### config.mk
export PLATFORM = sky130hd
export DESIGN_NAME = noc_axil_ctrl_bridge
export DESIGN_NICKNAME = d
export VERILOG_FILES = /design/src/design/axil_pkg.sv /design/src/design/noc_msg_pkg.sv /design/src/design/axil_ctrl_master.sv /design/src/design/noc_axil_ctrl_bridge.sv /design/src/design/noc_req_parser.sv /design/src/design/noc_resp_builder.sv
export SDC_FILE = /design/constraint.sdc
export NUM_CORES = 1
export LEC_CHECK = 0
export BUFFER_PORTS_ARGS = -buffer_cell sky130_fd_sc_hd__buf_2
export CELL_PAD_IN_SITES_DETAIL_PLACEMENT = 0
export CELL_PAD_IN_SITES_GLOBAL_PLACEMENT = 2
export CORE_ASPECT_RATIO = 0.8
export CORE_UTILIZATION = 25
export CTS_CLUSTER_DIAMETER = 60
export DETAILED_ROUTE_END_ITERATION = 12
export PLACE_DENSITY_LB_ADDON = 0.3
export SYNTH_ARGS = -nofsm -noshare
export SYNTH_HDL_FRONTEND = slang
export SYNTH_SLANG_ARGS = --single-unit
### constraint.sdc
create_clock -name clk -period 20.1 [get_ports clk]
set_clock_uncertainty 0.2 [all_clocks]
set_input_delay 5.025 -clock clk [delete_from_list [all_inputs] [get_ports clk]]
set_output_delay 5.025 -clock clk [all_outputs]
set_load 0.02 [all_outputs]
### src/design/axil_pkg.sv
package axil_pkg;

    // control port sizes
    localparam int axil_addr_w = 8;
    localparam int axil_data_w = 32;
    localparam int axil_strb_w = axil_data_w / 8;

    typedef logic [1:0] axil_resp_t;

    // bresp / rresp codes
    localparam axil_resp_t resp_okay   = 2'b00;
    localparam axil_resp_t resp_slverr = 2'b10;

    // driven by the bridge
    typedef struct packed {
        logic                   awvalid;
        logic [axil_addr_w-1:0] awaddr;
        logic                   wvalid;
        logic [axil_data_w-1:0] wdata;
        logic [axil_strb_w-1:0] wstrb;
        logic                   bready;
        logic                   arvalid;
        logic [axil_addr_w-1:0] araddr;
        logic                   rready;
    } axil_req_t;

    // driven by the register slave
    typedef struct packed {
        logic                   awready;
        logic                   wready;
        logic                   bvalid;
        axil_resp_t             bresp;
        logic                   arready;
        logic                   rvalid;
        logic [axil_data_w-1:0] rdata;
        axil_resp_t             rresp;
    } axil_rsp_t;

endpackage

### src/design/noc_msg_pkg.sv
package noc_msg_pkg;

    // flit and header field widths
    localparam int noc_data_w = 64;
    localparam int chipid_w   = 14;
    localparam int coord_w    = 8;
    localparam int fbits_w    = 4;
    localparam int len_w      = 8;
    localparam int type_w     = 8;
    localparam int mshr_w     = 8;

    typedef logic [noc_data_w-1:0] noc_flit_t;
    typedef logic [chipid_w-1:0]   noc_chipid_t;
    typedef logic [coord_w-1:0]    noc_coord_t;
    typedef logic [len_w-1:0]      noc_len_t;
    typedef logic [type_w-1:0]     noc_type_t;
    typedef logic [mshr_w-1:0]     noc_mshr_t;

    // request message types
    localparam noc_type_t msg_load_mem     = 8'd19;
    localparam noc_type_t msg_store_mem    = 8'd20;
    localparam noc_type_t msg_nc_load_req  = 8'd14;
    localparam noc_type_t msg_nc_store_req = 8'd15;

    // acknowledge types
    localparam noc_type_t msg_load_mem_ack     = 8'd24;
    localparam noc_type_t msg_store_mem_ack    = 8'd25;
    localparam noc_type_t msg_nc_load_mem_ack  = 8'd26;
    localparam noc_type_t msg_nc_store_mem_ack = 8'd27;

    // header flit 1, msb first: 63..50 chip, 49..42 x, 41..34 y,
    // 33..30 fbits, 29..22 length, 21..14 type, 13..6 mshr
    typedef struct packed {
        noc_chipid_t        chipid;
        noc_coord_t         x;
        noc_coord_t         y;
        logic [fbits_w-1:0] fbits;
        noc_len_t           len;
        noc_type_t          msg_type;
        noc_mshr_t          mshr;
        logic [5:0]         rsvd;
    } noc_hdr1_t;

    // header flit 2, control register address at 23..16
    typedef struct packed {
        logic [39:0] rsvd_hi;
        logic [7:0]  addr;
        logic [15:0] rsvd_lo;
    } noc_hdr2_t;

    // header flit 3, requester coordinates
    typedef struct packed {
        noc_chipid_t src_chipid;
        noc_coord_t  src_x;
        noc_coord_t  src_y;
        logic [33:0] rsvd;
    } noc_hdr3_t;

    // captured request, parser to master
    typedef struct packed {
        logic                             is_write;
        logic                             nc;
        noc_mshr_t                        mshr;
        logic [axil_pkg::axil_addr_w-1:0] addr;
        logic [axil_pkg::axil_data_w-1:0] wdata;
        noc_chipid_t                      chipid;
        noc_coord_t                       x;
        noc_coord_t                       y;
    } noc_req_t;

    // finished request, master to builder
    typedef struct packed {
        logic                             is_write;
        logic                             nc;
        noc_mshr_t                        mshr;
        noc_chipid_t                      chipid;
        noc_coord_t                       x;
        noc_coord_t                       y;
        logic [axil_pkg::axil_data_w-1:0] rdata;
    } noc_result_t;

endpackage

### src/design/axil_ctrl_master.sv
`timescale 1ns/100ps

module axil_ctrl_master (
    input  logic                     clk,
    input  logic                     rst,
    input  noc_msg_pkg::noc_req_t    req,
    input  logic                     req_valid,
    input  axil_pkg::axil_rsp_t      axi_rsp,
    input  logic                     resp_busy,
    output logic                     req_take,
    output axil_pkg::axil_req_t      axi_req,
    output noc_msg_pkg::noc_result_t result,
    output logic                     result_valid
);

    typedef enum logic [1:0] {
        st_idle,
        st_write,
        st_read,
        st_done
    } state_t;

    state_t                           state;
    noc_msg_pkg::noc_req_t            cur;
    logic [axil_pkg::axil_data_w-1:0] rdata_q;
    logic                             aw_done;
    logic                             w_done;
    logic                             ar_done;
    logic                             aw_go;
    logic                             w_go;
    logic                             ar_go;
    logic                             b_go;
    logic                             r_go;

    assign req_take     = (state == st_idle) && req_valid;
    // hold the result until the builder is free
    assign result_valid = (state == st_done) && !resp_busy;

    // valids live until their own handshake sets the done flag
    always_comb begin
        axi_req.awvalid = (state == st_write) && !aw_done;
        axi_req.awaddr  = cur.addr;
        axi_req.wvalid  = (state == st_write) && !w_done;
        axi_req.wdata   = cur.wdata;
        axi_req.wstrb   = '1;
        axi_req.bready  = (state == st_write) && aw_done && w_done;
        axi_req.arvalid = (state == st_read) && !ar_done;
        axi_req.araddr  = cur.addr;
        axi_req.rready  = (state == st_read) && ar_done;
    end

    assign aw_go = axi_req.awvalid && axi_rsp.awready;
    assign w_go  = axi_req.wvalid && axi_rsp.wready;
    assign ar_go = axi_req.arvalid && axi_rsp.arready;
    assign b_go  = axi_req.bready && axi_rsp.bvalid;
    assign r_go  = axi_req.rready && axi_rsp.rvalid;

    always_ff @(posedge clk or posedge rst) begin
        if (rst) begin
            state   <= st_idle;
            aw_done <= 1'b0;
            w_done  <= 1'b0;
            ar_done <= 1'b0;
        end else begin
            case (state)
                st_idle: begin
                    if (req_take) begin
                        state   <= req.is_write ? st_write : st_read;
                        aw_done <= 1'b0;
                        w_done  <= 1'b0;
                        ar_done <= 1'b0;
                    end
                end
                st_write: begin
                    if (aw_go) begin
                        aw_done <= 1'b1;
                    end
                    if (w_go) begin
                        w_done <= 1'b1;
                    end
                    // error reopens both channels next cycle
                    if (b_go && axi_rsp.bresp == axil_pkg::resp_okay) begin
                        state <= st_done;
                    end else if (b_go) begin
                        aw_done <= 1'b0;
                        w_done  <= 1'b0;
                    end
                end
                st_read: begin
                    if (ar_go) begin
                        ar_done <= 1'b1;
                    end
                    if (r_go && axi_rsp.rresp == axil_pkg::resp_okay) begin
                        state <= st_done;
                    end else if (r_go) begin
                        ar_done <= 1'b0;
                    end
                end
                default: begin
                    if (result_valid) begin
                        state <= st_idle;
                    end
                end
            endcase
        end
    end

    // local copy frees the parser for the next message
    always_ff @(posedge clk) begin
        if (req_take) begin
            cur <= req;
        end
        if (r_go && axi_rsp.rresp == axil_pkg::resp_okay) begin
            rdata_q <= axi_rsp.rdata;
        end
    end

    always_comb begin
        result.is_write = cur.is_write;
        result.nc       = cur.nc;
        result.mshr     = cur.mshr;
        result.chipid   = cur.chipid;
        result.x        = cur.x;
        result.y        = cur.y;
        result.rdata    = rdata_q;
    end

endmodule

### src/design/noc_axil_ctrl_bridge.sv
`timescale 1ns/100ps

module noc_axil_ctrl_bridge (
    input  logic                   clk,
    input  logic                   rst,
    // request side
    input  logic                   in_val,
    input  noc_msg_pkg::noc_flit_t in_data,
    output logic                   in_rdy,
    // acknowledge side
    output logic                   out_val,
    output noc_msg_pkg::noc_flit_t out_data,
    input  logic                   out_rdy,
    // control register port
    output axil_pkg::axil_req_t    axi_req,
    input  axil_pkg::axil_rsp_t    axi_rsp
);

    // parser to master
    noc_msg_pkg::noc_req_t    req;
    logic                     req_valid;
    logic                     req_take;

    // master to builder
    noc_msg_pkg::noc_result_t result;
    logic                     result_valid;
    logic                     resp_busy;

    noc_req_parser u_parser (
        .clk       (clk),
        .rst       (rst),
        .in_val    (in_val),
        .in_data   (in_data),
        .req_take  (req_take),
        .in_rdy    (in_rdy),
        .req       (req),
        .req_valid (req_valid)
    );

    axil_ctrl_master u_master (
        .clk          (clk),
        .rst          (rst),
        .req          (req),
        .req_valid    (req_valid),
        .axi_rsp      (axi_rsp),
        .resp_busy    (resp_busy),
        .req_take     (req_take),
        .axi_req      (axi_req),
        .result       (result),
        .result_valid (result_valid)
    );

    noc_resp_builder u_builder (
        .clk          (clk),
        .rst          (rst),
        .result       (result),
        .result_valid (result_valid),
        .out_rdy      (out_rdy),
        .out_val      (out_val),
        .out_data     (out_data),
        .resp_busy    (resp_busy)
    );

endmodule

### src/design/noc_req_parser.sv
`timescale 1ns/100ps

module noc_req_parser (
    input  logic                   clk,
    input  logic                   rst,
    input  logic                   in_val,
    input  noc_msg_pkg::noc_flit_t in_data,
    input  logic                   req_take,
    output logic                   in_rdy,
    output noc_msg_pkg::noc_req_t  req,
    output logic                   req_valid
);

    typedef enum logic [2:0] {
        st_reset,
        st_hdr1,
        st_hdr2,
        st_hdr3,
        st_data,
        st_drain,
        st_throw
    } state_t;

    state_t                 state;
    state_t                 state_next;
    noc_msg_pkg::noc_len_t  flit_cnt;
    noc_msg_pkg::noc_len_t  msg_len;
    noc_msg_pkg::noc_hdr1_t hdr1;
    noc_msg_pkg::noc_hdr2_t hdr2;
    noc_msg_pkg::noc_hdr3_t hdr3;
    logic                   in_go;
    logic                   last_flit;
    logic                   is_load;
    logic                   is_store;
    logic                   supported;
    logic                   req_done;

    // same flit seen through each header layout
    assign hdr1 = in_data;
    assign hdr2 = in_data;
    assign hdr3 = in_data;

    assign in_go     = in_val && in_rdy;
    // counter holds flits taken after header 1
    assign last_flit = (flit_cnt == msg_len - noc_msg_pkg::noc_len_t'(1));

    assign is_load  = (hdr1.msg_type == noc_msg_pkg::msg_load_mem) ||
                      (hdr1.msg_type == noc_msg_pkg::msg_nc_load_req);
    assign is_store = (hdr1.msg_type == noc_msg_pkg::msg_store_mem) ||
                      (hdr1.msg_type == noc_msg_pkg::msg_nc_store_req);
    // needs at least headers 2 and 3
    assign supported = (is_load || is_store) && (hdr1.len >= noc_msg_pkg::noc_len_t'(2));

    // load ends at header 3, store at its first data flit
    assign req_done = in_go && (state == st_data ||
                      (state == st_hdr3 && (!req.is_write || last_flit)));

    // stall a new message while the previous request waits
    always_comb begin
        case (state)
            st_reset: in_rdy = 1'b0;
            st_hdr1:  in_rdy = !req_valid;
            default:  in_rdy = 1'b1;
        endcase
    end

    always_comb begin
        state_next = state;
        case (state)
            st_reset: state_next = st_hdr1;
            st_hdr1: begin
                if (in_go && supported) begin
                    state_next = st_hdr2;
                end else if (in_go && hdr1.len != '0) begin
                    state_next = st_throw;
                end
            end
            st_hdr2: begin
                if (in_go) begin
                    state_next = st_hdr3;
                end
            end
            st_hdr3, st_data: begin
                if (in_go && last_flit) begin
                    state_next = st_hdr1;
                end else if (in_go && state == st_hdr3 && req.is_write) begin
                    state_next = st_data;
                end else if (in_go) begin
                    // trailing store data or oversized load
                    state_next = st_drain;
                end
            end
            default: begin
                // drain and throw just count to the end
                if (in_go && last_flit) begin
                    state_next = st_hdr1;
                end
            end
        endcase
    end

    always_ff @(posedge clk or posedge rst) begin
        if (rst) begin
            state     <= st_reset;
            flit_cnt  <= '0;
            msg_len   <= '0;
            req_valid <= 1'b0;
        end else begin
            state <= state_next;
            if (state == st_hdr1 && in_go) begin
                flit_cnt <= '0;
                msg_len  <= hdr1.len;
            end else if (in_go) begin
                flit_cnt <= flit_cnt + noc_msg_pkg::noc_len_t'(1);
            end
            if (req_done) begin
                req_valid <= 1'b1;
            end else if (req_take) begin
                req_valid <= 1'b0;
            end
        end
    end

    // request fields, only written while no request is pending
    always_ff @(posedge clk) begin
        if (state == st_hdr1 && in_go) begin
            req.is_write <= is_store;
            req.nc       <= (hdr1.msg_type == noc_msg_pkg::msg_nc_load_req) ||
                            (hdr1.msg_type == noc_msg_pkg::msg_nc_store_req);
            req.mshr     <= hdr1.mshr;
            // store without data writes zero
            req.wdata    <= '0;
        end
        if (state == st_hdr2 && in_go) begin
            req.addr <= hdr2.addr;
        end
        if (state == st_hdr3 && in_go) begin
            req.chipid <= hdr3.src_chipid;
            req.x      <= hdr3.src_x;
            req.y      <= hdr3.src_y;
        end
        // low word of the first data flit
        if (state == st_data && in_go) begin
            req.wdata <= in_data[axil_pkg::axil_data_w-1:0];
        end
    end

endmodule

### src/design/noc_resp_builder.sv
`timescale 1ns/100ps

module noc_resp_builder (
    input  logic                     clk,
    input  logic                     rst,
    input  noc_msg_pkg::noc_result_t result,
    input  logic                     result_valid,
    input  logic                     out_rdy,
    output logic                     out_val,
    output noc_msg_pkg::noc_flit_t   out_data,
    output logic                     resp_busy
);

    typedef enum logic [1:0] {
        st_idle,
        st_hdr,
        st_data
    } state_t;

    state_t                   state;
    noc_msg_pkg::noc_result_t res_q;
    noc_msg_pkg::noc_hdr1_t   hdr;
    noc_msg_pkg::noc_type_t   ack_type;
    noc_msg_pkg::noc_flit_t   data_flit;
    logic                     out_go;

    assign out_go = out_val && out_rdy;

    // ack code from write and non-cacheable bits
    always_comb begin
        case ({res_q.is_write, res_q.nc})
            2'b00:   ack_type = noc_msg_pkg::msg_load_mem_ack;
            2'b01:   ack_type = noc_msg_pkg::msg_nc_load_mem_ack;
            2'b10:   ack_type = noc_msg_pkg::msg_store_mem_ack;
            default: ack_type = noc_msg_pkg::msg_nc_store_mem_ack;
        endcase
    end

    // route back to the requester, one data flit for loads
    always_comb begin
        hdr.chipid   = res_q.chipid;
        hdr.x        = res_q.x;
        hdr.y        = res_q.y;
        hdr.fbits    = '0;
        hdr.len      = res_q.is_write ? '0 : noc_msg_pkg::noc_len_t'(1);
        hdr.msg_type = ack_type;
        hdr.mshr     = res_q.mshr;
        hdr.rsvd     = '0;
    end

    // read word zero-extended into the flit
    assign data_flit = {{(noc_msg_pkg::noc_data_w - axil_pkg::axil_data_w){1'b0}}, res_q.rdata};

    assign out_val   = (state != st_idle);
    assign resp_busy = (state != st_idle);
    assign out_data  = (state == st_data) ? data_flit : hdr;

    always_ff @(posedge clk or posedge rst) begin
        if (rst) begin
            state <= st_idle;
        end else begin
            case (state)
                st_idle: begin
                    if (result_valid) begin
                        state <= st_hdr;
                    end
                end
                st_hdr: begin
                    if (out_go) begin
                        state <= res_q.is_write ? st_idle : st_data;
                    end
                end
                default: begin
                    if (out_go) begin
                        state <= st_idle;
                    end
                end
            endcase
        end
    end

    // master only pulses while we are idle
    always_ff @(posedge clk) begin
        if (state == st_idle && result_valid) begin
            res_q <= result;
        end
    end

endmodule

==> flow_summary.json <==
{
  "wl_per_cell_um": 16.07,
  "fin_crit_ps": 7579,
  "min_to": "u_master.axi_req[23]$_DFFE_PP_",
  "port_buffers": 223,
  "crit_slowest_cell": "nor2_2",
  "path_clk_slew_ps": 60,
  "synth-simple-area-share": 0.1113,
  "ff2ff_path_depth": 4,
  "synth_seq_area_share": 0.8149,
  "postSynthAreaPerCell_um2": 16.81,
  "syn_inst": 628,
  "drt_wl_total_mm": 23.13,
  "synth_compound_gate_area_share": 0.03093,
  "hold_buffers": 0,
  "p_clk_frac": 0.348,
  "grtUsageTotal": 0.1068,
  "post_cts_resized": 0,
  "synth_top_family_by_area": "simple AND/OR/NAND/NOR gates",
  "crit_chain": "inv_1 -> nor2_2 -> and2_1 -> buf_2",
  "synthAdderAreaFrac": 0.008296,
  "cpPeakStageDelay_ps": 890,
  "setup_viol": 0,
  "reg2reg_slack_ps": 16820,
  "p_leak_uw": 0.005084,
  "worstHoldPathCells": 0,
  "synthTopCellsByArea": "edfxtp_1 (75%), dfrtp_1 (6.4%), and2_1 (4.9%), nand2_1 (2.3%), buf_4 (1.1%)",
  "drcViolationCount": 0,
  "final_nets": 983,
  "tns_ps": 0,
  "worst_pin_slew_ps": 1150,
  "grt_pass1_wl_mm": 34.16,
  "clockBufferDepth": 3,
  "die_area_um2": 43060,
  "hp-start": "u_parser.req[38]$_SDFFCE_PN0P_",
  "cts_made_buffers": 34,
  "grt_max_degree": 64,
  "antenna_found_initial": 2,
  "power_frac_comb": 0.190,
  "fin_util": 0.3254,
  "cts_num_sinks": 291,
  "clk_latency_ps": 520,
  "async_flop_share": 0.09278,
  "switching_power_uw": 515.7,
  "p_seq_frac": 0.462,
  "cts_root_buffer": "clkbuf_16",
  "post-route-period-util": 0.3771,
  "grt_pass1_vias": 5531,
  "postCtsSetupBuffers": 0,
  "synth_xor_area_frac": 0.009125,
  "criticalPathCategory": "flop to output pin",
  "fp-row-count": 66,
  "core-area_um2": 41120,
  "drtPass1Iterations": 4,
  "yosysTopAreaCellShare": 0.7509,
  "num_vias": 5775,
  "maxCapViolCount": 0,
  "synth.area.mux_share": 0.002133,
  "cts_htree_levels": 2,
  "r2r_start": "u_parser.state[0]$_DFFE_PP0P_",
  "final_cell_mix": "edfxtp_1 (264), buf_2 (223), and2_1 (81)",
  "ios": 232,
  "cp.arrival_ps": 2350,
  "p_int_uw": 1255,
  "die_w_um": 231.8,
  "end_kind": "output pin",
  "path_max_fanout": 29,
  "viasPerCell": 4.013,
  "initial_core_util": 0.2567,
  "die_h_um": 185.8,
  "reg2reg_to": "u_parser.req[38]$_SDFFCE_PN0P_",
  "sw_frac_of_total": 0.2912,
  "fmax_mhz": 131.9,
  "synth-edff-count": 264,
  "synth_area_um2": 10560,
  "hold_viol_final": 0,
  "drive_above_1_share": 0.3326,
  "synth_top_area_cell": "edfxtp_1",
  "ant_nets": 0,
  "grt_setup_unrepaired": "no",
  "power_density_nw_per_um2": 132.3,
  "mostFrequentLayoutCell": "edfxtp_1",
  "startpoint": "u_builder.state[1]$_DFFE_PP0P_",
  "synth_ff_type": "edfxtp_1",
  "synthDistinctLibCells": 53,
  "fin_ws_ps": 12520,
  "place_worst_setup_slack_ps": 12070,
  "place_congestion": 0.6830,
  "cts_tree": "yes",
  "min_path_type": "flop to flop",
  "cp.required_ps": 14880,
  "slew_headroom": 0.2324,
  "syn2layout_area_growth_pct": 26.75,
  "startpoint_type": "flop",
  "hpwl_mm": 15.17,
  "drt_iter0_drc": 291,
  "status": "completed",
  "vdd_ir_drop_max_mv": 0.04962,
  "grt_overflow": 0,
  "maxSlewViolCount": 0,
  "ys_seq_elements": 291,
  "synth_warnings": 0
}
routing by layer:
metal,vias up,GRT usage,part of all wire
met1,2817,0.1451,0.46
met4,0,0.03474,0.024
met2,161,0.1667,0.46
li1,2753,-,-
met5,-,0,0
met3,44,0.02650,0.056
sequential cells by signal, summed over array words and instances, names as in the netlist, 2 cells and up:
name                 count
u_builder.data_flit     32
u_builder.hdr           38
u_builder.res_q          2
u_builder.state          2
u_master.axi_req        40
u_master.rdata_q        32
u_master.result         40
u_master.state           2
u_parser.flit_cnt        8
u_parser.msg_len         8
u_parser.req            80
u_parser.state           3
critical path: cells and delay by family, from the launching register on:
kind | cells | cell delay, ps
flip-flops | 1 | 430
buffers and inverters | 2 | 260
AND/OR/NAND/NOR | 2 | 1140
layout make-up:
cell class              count  area, µm²
inverters                  17      63.81
multi-input cells         295       1754
fillers                  4140      27740
diodes                      2      5.005
repair buffers            228       1154
well taps                 544      680.7
clock inverters            22      216.5
flip-flops and latches    291       8603
clock buffers              40      904.6
per-stage QoR:
| step | power [µW] | instance area, µm² | cells | hold WS (ps) |
|---|---|---|---|---|
| 2_1_floorplan | 1061 | 10570 | 632 | 200.3 |
| 3_3_place_gp | 1176 | 12260 | 1375 | 200.1 |
| 3_5_place_dp | 1177 | 12260 | 1375 | 204.5 |
| 4_1_cts | 1807 | 13380 | 1437 | 208.8 |
| 5_1_grt | 1872 | 13380 | 1437 | 218.1 |
| 6_report | 1771 | 13380 | 1439 | 205.9 |
how the worst max path moves through the flow:
stage | to | slack, ps
after detailed placement | u_parser.req[36]$_SDFFCE_PN0P_ | 12070
after global placement | u_parser.req[36]$_SDFFCE_PN0P_ | 12080
after global routing | out_data[14] | 12250
final | out_data[27] | 12520
after floorplan | u_master.rdata_q[0]$_DFFE_PP_ | 12910
after CTS | out_data[15] | 12440
logic make-up after synthesis:
| kind of cell | Yosys count |
|---|---|
| flops | 291 |
| simple gates | 217 |
| compound gates | 52 |
| buf+inv | 46 |
| xor+xnor | 11 |
| fa+ha+maj | 7 |
| other cells | 2 |
| mux | 2 |
power groups by stage:
| stage | sequential, µW | clock, µW | combinational (µW) |
|---|---|---|---|
| after CTS | 819 | 641 | 347 |
| after global routing | 828 | 665 | 378 |
| after floorplan | 831 | 0 | 229 |
| final | 818 | 617 | 337 |
| after detailed placement | 831 | 0 | 346 |
| after global placement | 829 | 0 | 346 |
synth_stat cells (5+ instances only):
library cell  count
buf_4            15
a21oi_1          13
or2_2             5
and2_1           83
inv_1            17
nand2_1          64
xnor2_1           5
nand3_1           6
a31oi_1           7
edfxtp_1        264
clkbuf_1         11
o21ai_0          13
nor2_1           19
xor2_1            6
dfrtp_1          27
nor3_1            8
ha_1              7
Power figures use the tool's default switching activity.
